[src/logic/softmax_pkg.sv]
// Shared widths, stream beat types and the issue FSM encoding for the
// softmax normalization block. Every RTL file refers to these by
// scoped name, so a width change here reaches the whole datapath.

package softmax_pkg;

  // ========================================
  // Widths
  // ========================================

  // Attention coefficient, exponent is 2^coef
  localparam int COEF_WIDTH  = 5;
  // Largest exponent is 2^31
  localparam int EXP_WIDTH   = 32;
  localparam int MAX_NODES   = 16;
  // Room for MAX_NODES exponents of full size
  localparam int SUM_WIDTH   = EXP_WIDTH + $clog2(MAX_NODES);
  // Q1.31 weight
  localparam int ALPHA_WIDTH = 32;
  // Input register plus one stage per quotient bit
  localparam int DIV_LATENCY = ALPHA_WIDTH + 1;

  // ========================================
  // Stream beats
  // ========================================

  typedef struct packed {
    logic [COEF_WIDTH-1:0] coef;
    logic                  last;
  } coef_beat_t;

  typedef struct packed {
    logic [EXP_WIDTH-1:0] value;
    logic                 last;
  } exp_beat_t;

  typedef struct packed {
    logic [ALPHA_WIDTH-1:0] alpha;
    logic                   last;
  } alpha_beat_t;

  // Divider issue FSM
  typedef enum logic {
    ST_LOAD,
    ST_RUN
  } issue_state_t;

endpackage

[src/logic/div_issue.sv]
// Divider issue control. Loads one group sum from the divisor FIFO,
// then pairs it with that group's exponents from the dividend FIFO,
// one per cycle while the output side grants credit. The last
// exponent of a group sends the FSM back for the next sum.

`timescale 1ns/100ps

module div_issue (
  input  logic                                  clk,
  input  logic                                  rst_n,
  input  softmax_pkg::exp_beat_t                divd_dout,
  input  logic                                  divd_empty,
  output logic                                  divd_rd,
  input  logic [softmax_pkg::SUM_WIDTH-1:0]     dvsr_dout,
  input  logic                                  dvsr_empty,
  output logic                                  dvsr_rd,
  input  logic                                  credit_ok,
  output logic                                  div_valid,
  output logic                                  div_last,
  output logic [softmax_pkg::EXP_WIDTH-1:0]     div_dividend,
  output logic [softmax_pkg::SUM_WIDTH-1:0]     div_divisor
);

  softmax_pkg::issue_state_t               state_r;
  logic [softmax_pkg::SUM_WIDTH-1:0]       dvsr_r;

  // FIFO pops
  assign dvsr_rd = (state_r == softmax_pkg::ST_LOAD) && !dvsr_empty;
  assign divd_rd = (state_r == softmax_pkg::ST_RUN) && !divd_empty && credit_ok;

  // Divider inputs, registered inside the divider
  assign div_valid    = divd_rd;
  assign div_dividend = divd_dout.value;
  assign div_last     = divd_dout.last;
  assign div_divisor  = dvsr_r;

  always_ff @(posedge clk or negedge rst_n) begin
    if (!rst_n) begin
      state_r <= softmax_pkg::ST_LOAD;
    end else begin
      case (state_r)
        softmax_pkg::ST_LOAD: begin
          if (dvsr_rd) begin
            state_r <= softmax_pkg::ST_RUN;
          end
        end
        softmax_pkg::ST_RUN: begin
          if (divd_rd && divd_dout.last) begin
            state_r <= softmax_pkg::ST_LOAD;
          end
        end
        default: begin
          state_r <= softmax_pkg::ST_LOAD;
        end
      endcase
    end
  end

  // Group sum held for the whole group
  always_ff @(posedge clk) begin
    if (dvsr_rd) begin
      dvsr_r <= dvsr_dout;
    end
  end

endmodule

[config.mk]
export PLATFORM = sky130hd
export DESIGN_NAME = div_issue
export DESIGN_NICKNAME = d
export VERILOG_FILES = /design/src/logic/softmax_pkg.sv /design/src/logic/div_issue.sv
export SDC_FILE = /design/constraint.sdc
export NUM_CORES = 1
export LEC_CHECK = 0
export ABC_CLOCK_PERIOD_IN_PS = 4200
export BUFFER_PORTS_ARGS = -buffer_cell sky130_fd_sc_hd__clkbuf_2
export CORE_ASPECT_RATIO = 2
export CORE_MARGIN = 1
export CORE_UTILIZATION = 37
export CTS_CLUSTER_SIZE = 12
export DETAILED_ROUTE_END_ITERATION = 6
export PLACE_DENSITY = 0.95
export RECOVER_POWER = 100
export SLEW_MARGIN = 15
export SYNTH_ARGS = -nofsm -noshare
export SYNTH_HDL_FRONTEND = slang
export SYNTH_SLANG_ARGS = --single-unit
[constraint.sdc]
create_clock -name clk -period 4.2 [get_ports clk]
set_clock_uncertainty 0.05 [all_clocks]
set_input_delay 0.42 -clock clk [delete_from_list [all_inputs] [get_ports clk]]
set_output_delay 0.42 -clock clk [all_outputs]
set_load 0.01 [all_outputs]
* After elaboration in Yosys (flattened, before gate mapping) *
Index checks and enable logic that the tools add are counted.

word-level totals
  input bits = 74
  flip-flop bits (word level) = 37
  output and inout bits = 72
  logic and storage cells = 12

operators by class
  multiplexer cells = 3
  bitwise logic cells = 1
  reductions and logical operators = 6

operator list
  kind                                   number
  1-bit logical AND                      4
  1-bit logical NOT                      2
  1-bit 2-to-1 mux                       2
  1-bit one-hot mux with 2 select lines  1
  1-bit NOT                              1

* Longest topological paths before layout *
Gate-level depths: netlist of the first run.

  depth in word-level cells = 6
  mapped depth = 3
  gate-level depth less buffers = 2

* Least setup slack after synthesis of the first run *
OpenSTA, ideal clock, no wires.

  path kind = input -> register
  start point = input dvsr_empty
  end point = register dvsr_r (netlist bit div_divisor[0]), enable pin
  slack = 1650 ps
  data arrival time = 2065 ps
  stages = 1
  path buffers = 0
  data required time = 3715 ps
  library setup time = 435 ps
  cell sequence = nor2_1

on the way
  cells in the longest elaborated chain, start to end = 2

ends and longest elaborated chain
  what                    line             RTL
  start: declaration      div_issue.sv:15  input logic dvsr_empty,
  1-bit logical NOT       div_issue.sv:28  assign dvsr_rd = (state_r == softmax_pkg::ST_LOAD) && !dvsr_empty;
  1-bit logical AND       div_issue.sv:28
  end signal: assignment  div_issue.sv:62  dvsr_r <= dvsr_dout;
  end: declaration        div_issue.sv:25  logic [softmax_pkg::SUM_WIDTH-1:0] dvsr_r;

No other way between the ends.
A chain may end at the register's enable or synchronous reset.

* Worst setup path in the final report of the first run *
  start point = register state_r
  end point = output dvsr_rd

on the way
  cells in the longest elaborated chain, start to end = 2

ends and longest elaborated chain
  what                      line             RTL
  start: declaration        div_issue.sv:24  softmax_pkg::issue_state_t state_r;
  start signal: assignment  div_issue.sv:39  state_r <= softmax_pkg::ST_LOAD;
  start signal: assignment  div_issue.sv:44  state_r <= softmax_pkg::ST_RUN;
  start signal: assignment  div_issue.sv:49  state_r <= softmax_pkg::ST_LOAD;
  1-bit NOT                 div_issue.sv:28
  1-bit logical AND         div_issue.sv:28
  end: declaration          div_issue.sv:16  output logic dvsr_rd,

No other way between the ends.

==> results of run 1 <==
cells in the mapped netlist, drive strengths merged:
master / n / area share, %
a21oi: 1 / 0.63
and4b: 1 / 0.72
buf: 34 / 18
dfrtp: 1 / 1.8
edfxtp: 36 / 77
inv: 1 / 0.27
nor2: 1 / 0.27
nor3b: 1 / 0.54
layer usage:
layer,track usage [%],vias to the layer above,wire [microns]
met5,0,-,0
met2,20.8,60,1460
li1,-,343,-
met1,13.0,346,862
met3,5.31,30,296
met4,14.6,0,201
where the power goes:
part           switching (W)  internal (W)  total [W]
clock               0.000120      0.000175   0.000294
combinational      0.0000246     0.0000200  0.0000446
sequential        0.00000418      0.000421   0.000425
total               0.000148      0.000615   0.000764
metrics by stage:
stage,total power [W],worst slack (ns),area [sq um]
final,0.000764,2.05,1680
after global routing,0.000790,1.92,1680
after CTS,0.000775,1.96,1730
after detailed placement,0.000481,2.13,1610
after global placement,0.000479,2.19,1610
after floorplan,0.000480,1.65,1400
cells by family (layout without fill, tap and decap cells):
group           count (synthesis)  count (layout)  share of synthesized area (%)
buf+inv                        35              91                           18.6
flops                          37              37                           79.3
simple gates                    3               3                           1.52
compound gates                  1               1                          0.628
path summary, 6_finish.rpt:
kind	from	end	slack, ns	cells past startpoint
max	state_r	dvsr_rd	2.05	2
min	dvsr_dout[31]	div_divisor[31]	0.25	1
max reg2reg	state_r	div_divisor[26]	2.57	1
min reg2reg	state_r	state_r	0.57	2
max in group asynchronous	rst_n	state_r	3.62	2
min in group asynchronous	rst_n	state_r	0.40	2
state kept, by name, summed over array words and instances (netlist names):
register,count
div_divisor,36
state_r,1
area by class of cell:
type / count / area (sq um)
clock buffers: 5 / 68.8
multi-input cells: 4 / 33.8
inverters: 1 / 3.75
well taps: 49 / 61.3
clock inverters: 3 / 41.3
fillers: 338 / 1930
repair buffers: 82 / 365
flip-flops and latches: 37 / 1110
repair_timing:
action,CTS,global route
setup buffers,0,0
endpoints found under the setup margin,0,0
endpoints found under the hold margin,1,0
hold buffers,1,0
==> reports/qor.yml, run 1 <==
outcome: "complete, no violations"
cp_max_fo: 37
gp_congestion: 0.726
antenna_found_initial: 0
worst_pin_slew_ns: 0.997
drc: 0
synthesis.nets: 150
required_ns: 3.73
rsz0062_at_grt: "false"
max_freq_mhz: 464
cts_num_sinks: 37
grt_pass1_vias: 758
yosysWarnings: 0
stdcell_count: 181
via_per_inst: 4.30
die_x_microns: 45.4
h-tree-depth: 2
drt.antenna.violating_nets: 0
period_needed_ns: 2.15
grt_max_degree: 38
grt_overflow: 0
wl_microns: 2820
post-route-util_pct: 46.6
crit_chain: "nor2_4 -> clkbuf_1"
power_density_nw_per_um2: 454
cts_root_buf: "clkbuf_8"
initial_utilization_pct: 38.7
num_io_pins: 146
leakage_nw: 0.631
area_growth_pct: 20.4
holdCritPathClass: "in -> reg"
clk_path_buf_depth: 2
cts_tree: "done"
slowest_delay_ns: 0.77
fin_tns_setup_ns: 0
worst-path-buf-inv: 1
report.final.slew_viol_count: 0
max-vdd-ir-drop_v: 0.000304
setup_viol: 0
slew_headroom_pct: 33.4
cp_top_family: "simple AND/OR/NAND/NOR gates"
drv_cap: 0
mostFrequentLayoutCells: "clkbuf_2, clkbuf_1, edfxtp_1"
cp.arrival_ns: 1.68
end_kind: "output port"
layout.nets: 205
hold_slack_ns: 0.253
drtIter0Drc: 29
dieArea_sq_um: 4040
drive_above_1_share_pct: 37.1
grt_pass1_wl_microns: 3650
netlist_instances: 76
final_common_cell: "clkbuf_2"
io_buffers: 81
synth.avg_cell_area_sq_um: 18.4
cp-start-kind: "flop"
ys_seq_area_share_pct: 79.3
vias: 779
syn_area_sq_um: 1400
antenna_cells: 0
hold_viol: 0
period_share_pct: 51.3
wl_per_cell_microns: 15.6
dp_cells: 172
numCtsBuffers: 5
cts.repair.resized: 0
path_clk_slew_ns: 0.08
grt_usage_pct: 13.8
die_h_microns: 88.8
num_rows: 31
ys_ff_latch: 37
yosysUniqueCellTypes: 8
dr.pass1.iters: 4
clk_latency_ns: 0.28
critPathSlowestCell: "nor2_4"
worstSetupPathType: "reg -> out"
core_area_sq_um: 3610
Note: power is estimated with default switching activity, not from simulation.
==> run 2, diff against run 1 <==
ABC_AREA = 1   (was default)
ABC_CLOCK_PERIOD_IN_PS = 1850   (was 4200)
CORE_UTILIZATION = 31   (was 37)
PLACE_DENSITY = 0.86   (was 0.95)
clock period = 1.85 ns   (was 4.2 ns; I/O delays follow)
==> reports/qor.yml, run 2 <==
outcome: "complete, no violations"  # unchanged
crit_chain: "nor2_1 -> buf_12 -> clkbuf_1"  # was nor2_4 -> clkbuf_1
cp_top_family: "buffers and inverters"  # was simple AND/OR/NAND/NOR gates
placed_area_sq_um: 1640  # was 1610 sq um
syn_area_sq_um: 1390  # was 1400 sq um
slew_headroom_pct: 85.5  # was 33.4%
gp_congestion: 0.669  # was 0.726
clk_latency_ns: 0.27  # was 0.28 ns
ys_top_cells_by_count: "edfxtp_1, buf_4, nand2_1"  # was edfxtp_1, buf_4
dr.pass1.iters: 4  # unchanged
yosys-top-cells-area: "edfxtp_1, buf_4, dfrtp_1"  # unchanged
multi_input_area_sq_um: 25.0  # was 33.8 sq um
period_needed_ns: 1.55
period_share_pct: 83.5
drt.antenna.violating_nets: 0  # unchanged
holdCritPathClass: "in -> reg"  # unchanged
max_freq_mhz: 647
fin_area_sq_um: 1670  # was 1680 sq um
largest_reg_flops: 36  # unchanged
synthFlopType: "edfxtp_1"  # unchanged
final_common_cell: "clkbuf_1"  # was clkbuf_2
synth.avg_cell_area_sq_um: 17.6  # was 18.4 sq um
grt_overflow: 0  # unchanged
die_h_microns: 96.8  # was 88.8 microns
cts_tree: "done"  # unchanged
yosysTopAreaCell: "edfxtp_1"  # unchanged
grt_pass1_wl_microns: 4020  # was 3650 microns
setup_viol: 0  # unchanged
initial_utilization_pct: 32.1  # was 38.7%
regArea_sq_um: 1110  # unchanged
cts.repair.resized: 0  # unchanged
path_clk_slew_ns: 0.07  # was 0.08 ns
fin_tns_setup_ns: 0  # unchanged
netlist_instances: 79  # was 76
leakage_nw: 0.635  # was 0.631 nW
dieArea_sq_um: 4780  # was 4040 sq um
routed.top_layer: "met4"  # unchanged
layout.nets: 209  # was 205
totalPowerFinal_w: 0.00198  # was 0.000764 W
numCtsBuffers: 5  # unchanged
cts_root_buf: "clkbuf_8"  # unchanged
wl_met2_microns: 1360  # was 1460 microns
yosysMostFrequentCell: "edfxtp_1"  # unchanged
wl_per_cell_microns: 14.6  # was 15.6 microns
worstSetupPathType: "reg -> out"  # unchanged
required_ns: 1.62  # was 3.73 ns
h-tree-depth: 2  # unchanged
area_growth_pct: 19.9  # was 20.4%
mostFrequentLayoutCells: "clkbuf_1, clkbuf_2, edfxtp_1"  # was clkbuf_2, clkbuf_1, edfxtp_1
num_rows: 34  # was 31
max-vdd-ir-drop_v: 0.000639  # was 0.000304 V
clk_path_buf_depth: 2  # unchanged
cp_max_fo: 38  # was 37
drt-met1-wl_microns: 928  # was 862 microns
grt_usage_pct: 11.9  # was 13.8%
io_buffers: 81  # unchanged
wl_met3_microns: 272  # was 296 microns
cts_num_sinks: 37  # unchanged
synth_top_area_share_pct: 77.6  # was 77.5%
drive_above_1_share_pct: 34.6  # was 37.1%
synthesis.nets: 153  # was 150
critPathSlowestCell: "dfrtp_1"  # was nor2_4
grt_pass1_vias: 836  # was 758
worst-path-buf-inv: 2  # was 1
end_kind: "output port"  # unchanged
report.final.slew_viol_count: 0  # unchanged
drv_cap: 0  # unchanged
grt_max_degree: 39  # was 38
yosysUniqueCellTypes: 7  # was 8
drtIter0Drc: 12  # was 29
worst_pin_slew_ns: 0.216  # was 0.997 ns
synth_edf_count: 36  # unchanged
slowest_delay_ns: 0.40  # was 0.77 ns
rsz0062_at_grt: "false"  # unchanged
power_density_nw_per_um2: 1180  # was 454 nW/um^2
antenna_cells: 0  # unchanged
ys_seq_area_share_pct: 79.4  # was 79.3%
fillers: 456  # was 338
cp.arrival_ns: 1.31  # was 1.68 ns
cp-start-kind: "flop"  # unchanged
wl_microns: 2770  # was 2820 microns
core_area_sq_um: 4340  # was 3610 sq um
num_io_pins: 146  # unchanged
vias: 773  # was 779
yosysWarnings: 0  # unchanged
ys_ff_latch: 37  # unchanged
antenna_found_initial: 0  # unchanged
via_per_inst: 4.07  # was 4.30
die_x_microns: 49.4  # was 45.4 microns
drc: 0  # unchanged
synthArstFlopShare_pct: 2.70  # unchanged
hold_viol: 0  # unchanged
## run 2: cell types whose count changed after synthesis
cell / before / now
a21oi_2: 1 / 0
and4b_1: 1 / 0
inv_1: 1 / 2
nand2_1: 0 / 3
nand4_1: 0 / 1
nor2_1: 1 / 2
nor3b_1: 1 / 0
## run 2: through the flow
| step | setup slack [ns] | std cells | hold WS (ns) | util [%] |
|---|---|---|---|---|
| detailed placement | 0.672 | 181 | -0.0854 | 37.8 |
| CTS | 0.360 | 190 | 0.0168 | 39.9 |
| global placement | 0.704 | 181 | -0.0893 | 37.8 |
| finish | 0.305 | 190 | 0.0301 | 38.5 |
| global route | 0.190 | 190 | 0.0121 | 38.5 |
| floorplan | 0.384 | 79 | -0.161 | - |
## run 2: layer usage
| layer | GRT usage (%) | vias up |
|---|---|---|
| met5 | 0 | - |
| met4 | 14.3 | 0 |
| met3 | 4.09 | 26 |
| met2 | 17.6 | 56 |
| met1 | 11.5 | 339 |
| li1 | - | 352 |
## run 2: cells by family after synthesis
logic type | synth area share (%)
buffers and inverters | 18.9
DFF | 79.4
and+or+nand+nor | 1.80
## run 2: worst paths after layout
| kind | slack (ns) | from | end | cells past startpoint |
|---|---|---|---|---|
| worst max-delay path | 0.30 | state_r | dvsr_rd | 3 |
| worst min-delay path | 0.03 | dvsr_dout[18] | div_divisor[18] | 1 |
| worst max register to register | 0.62 | state_r | div_divisor[25] | 2 |
| worst min register to register | 0.47 | state_r | state_r | 2 |
| max in group asynchronous | 1.47 | rst_n | state_r | 2 |
| min in group asynchronous | 0.17 | rst_n | state_r | 2 |
## run 2: cell type report
cell class	instances	share of cell area (%)
multi-input combinational	6	1.50
inverter	2	0.449
tap	54	4.04
clock buffer	6	4.34
clock inverter	2	0.599
sequential	37	66.2
timing repair buffer	83	22.9
## run 2: worst reg2reg max path, stage by stage, from the launching register on
cell and delay, ns:
dfrtp_1 0.40, nor2_1 0.20, buf_12 0.25
## run 2: what timing repair did
item,CTS,global route
setup endpoints to repair,0,0
hold buffers,1,0
endpoints found under the hold margin,1,0
setup buffers,0,0
## run 2: report_power, final
part | switching [W] | internal (W)
registers | 0.0000439 | 0.00109
logic | 0.000216 | 0.000110
clock network | 0.000254 | 0.000261
==> run 3, diff against run 2 <==
ABC_CLOCK_PERIOD_IN_PS = 1500   (was 1850)
CORE_UTILIZATION = 34   (was 31)
PLACE_DENSITY = 0.89   (was 0.86)
clock period = 1.5 ns   (was 1.85 ns; I/O delays follow)
==> reports/qor.yml, run 3 (synthesized netlist as in run 2, its figures left out) <==
outcome: "complete, no violations"  # unchanged
clk_path_buf_depth: 2  # unchanged
grt_pass1_wl_microns: 4200  # was 4020 microns
worst_pin_slew_ns: 0.193  # was 0.216 ns
holdCritPathClass: "in -> async"  # was in -> reg
post-route-util_pct: 53.2  # was 38.5%
grt_pass1_vias: 930  # was 836
vias: 927  # was 773
fin_ws_ns: 0.0750  # was 0.305 ns
via_per_inst: 4.16  # was 4.07
fillers: 349  # was 456
period_share_pct: 95.0
core_area_sq_um: 3880  # was 4340 sq um
numCtsBuffers: 5  # unchanged
largest_reg_flops: 36  # unchanged
final_common_cell: "clkbuf_2"  # was clkbuf_1
rsz0062_at_grt: "false"  # unchanged
fin_tns_setup_ns: 0  # unchanged
cts_tree: "done"  # unchanged
r2r-start: "state_r"  # unchanged
drt.antenna.violating_nets: 0  # unchanged
placed_area_sq_um: 1640  # about the same
drive_above_1_share_pct: 29.7  # was 34.6%
drtIter0Drc: 12  # unchanged
drv_cap: 0  # unchanged
report.final.slew_viol_count: 0  # unchanged
cp-start-kind: "flop"  # unchanged
cp_max_fo: 38  # unchanged
grt_max_degree: 39  # unchanged
cts_root_buf: "clkbuf_8"  # unchanged
period_needed_ns: 1.43
dieArea_sq_um: 4380  # was 4780 sq um
max_freq_mhz: 702
power_switching_w: 0.000681  # was 0.000514 W
p_comb_share_pct: 17.8  # was 16.5%
fin_area_sq_um: 2070  # was 1670 sq um
slew_headroom_pct: 87.1  # was 85.5%
max-vdd-ir-drop_v: 0.00100  # was 0.000639 V
drc: 0  # unchanged
power_density_nw_per_um2: 1320  # was 1180 nW/um^2
r2r_slack_ns: 0.36  # was 0.62 ns
gp_congestion: 0.686  # was 0.669
h-tree-depth: 2  # unchanged
setup_viol: 0  # unchanged
leakage_nw: 0.802  # was 0.635 nW
cp-endpoint: "dvsr_rd"  # unchanged
worstSetupPathType: "reg -> out"  # unchanged
dp_hpwl_microns: 2090
hold_viol: 0  # unchanged
initial_utilization_pct: 35.9  # was 32.1%
antenna_found_initial: 0  # unchanged
clock_power_share_pct: 30.3  # was 26.0%
end_kind: "output port"  # unchanged
grt_overflow: 0  # unchanged
cts.repair.resized: 0  # unchanged
startpoint: "state_r"  # unchanged
num_io_pins: 146  # unchanged
antenna_cells: 0  # unchanged
cts_num_sinks: 37  # unchanged
die_h_microns: 92.6  # was 96.8 microns
dr.pass1.iters: 4  # unchanged
io_buffers: 81  # unchanged
wl_per_cell_microns: 13.5  # was 14.6 microns
r2r_cells: 2  # unchanged
grt_usage_pct: 14.5  # was 11.9%
clk_latency_ns: 0.28  # was 0.27 ns
die_x_microns: 47.3  # was 49.4 microns
cp.arrival_ns: 1.23  # was 1.31 ns
r2r-end: "div_divisor[22]"  # was div_divisor[25]
area_growth_pct: 48.3  # was 19.9%
num_rows: 32  # was 34
switching_share_pct: 25.0  # was 26.0%
mostFrequentLayoutCells: "clkbuf_2, clkbuf_1, dlygate4sd3_1"  # was clkbuf_1, clkbuf_2, edfxtp_1
layout.nets: 245  # was 209
required_ns: 1.30  # was 1.62 ns
seqPwrFrac_pct: 51.9  # was 57.6%
place_ws_ns: 0.373  # was 0.672 ns
p_int_w: 0.00204  # was 0.00146 W
path_clk_slew_ns: 0.07  # about the same
wl_microns: 3010  # was 2770 microns
run 3: cell count changes in the layout (fill, tap and decap cells not counted), moves of 2 or more:
cell | before | now
clkbuf_1 | 43 | 39
dlygate4sd3_1 | 1 | 37
clkbuf_2 | 39 | 42
clkinv_2 | 2 | 0
run 3: stage by stage:
step	cells	power, W	hold WS (ns)
final	223	0.00272	0.122
after global routing	223	0.00283	0.126
after CTS	223	0.00279	0.116
after detailed placement	178	0.00188	-0.123
after global placement	178	0.00187	-0.123
after floorplan	79	0.00171	-0.196
run 3: worst min path at each step:
stage	startpoint	endpoint	slack, ns	depth (start not counted)
6_report	rst_n	state_r	0.12	2
5_1_grt	rst_n	state_r	0.13	2
4_1_cts	rst_n	state_r	0.12	2
3_5_place_dp	rst_n	state_r	-0.12	1
3_3_place_gp	rst_n	state_r	-0.12	1
2_1_floorplan	rst_n	state_r	-0.20	0
run 3: per-layer routing:
metal	track usage [%]	part of all wire [%]	vias to the layer above
met4	12.9	6.6	0
met3	4.48	7.9	31
li1	-	-	423
met5	0	0	-
met1	13.7	32	419
met2	22.8	54	54
run 3: what timing repair did:
item	in CTS	in global routing
hold buffers	37	0
setup buffers	0	0
hold endpoints to repair	37	0
run 3: critical path, cell delays in order (launching register included):
cell and delay, ns:
dfrtp_1 0.44, nor2_4 0.12, buf_12 0.22, clkbuf_2 0.17
run 3: cell type report:
cell class | instances | area, sq um | share of cell area (%)
Clock inverter | 3 | 41.3 | 2.00
Clock buffer | 5 | 68.8 | 3.33
Timing Repair Buffer | 119 | 747 | 36.1
Multi-Input combinational cell | 6 | 32.5 | 1.57
Sequential cell | 37 | 1110 | 53.5
Tap cell | 51 | 63.8 | 3.09
Inverter | 2 | 7.51 | 0.363
run 3: power by group through the flow:
stage / combinational (W) / sequential [W] / clock (W)
after global placement: 0.000437 / 0.00143 / 0
after CTS: 0.000530 / 0.00141 / 0.000848
final: 0.000484 / 0.00141 / 0.000824
after global routing: 0.000525 / 0.00143 / 0.000877
after detailed placement: 0.000452 / 0.00143 / 0
after floorplan: 0.000204 / 0.00151 / 0
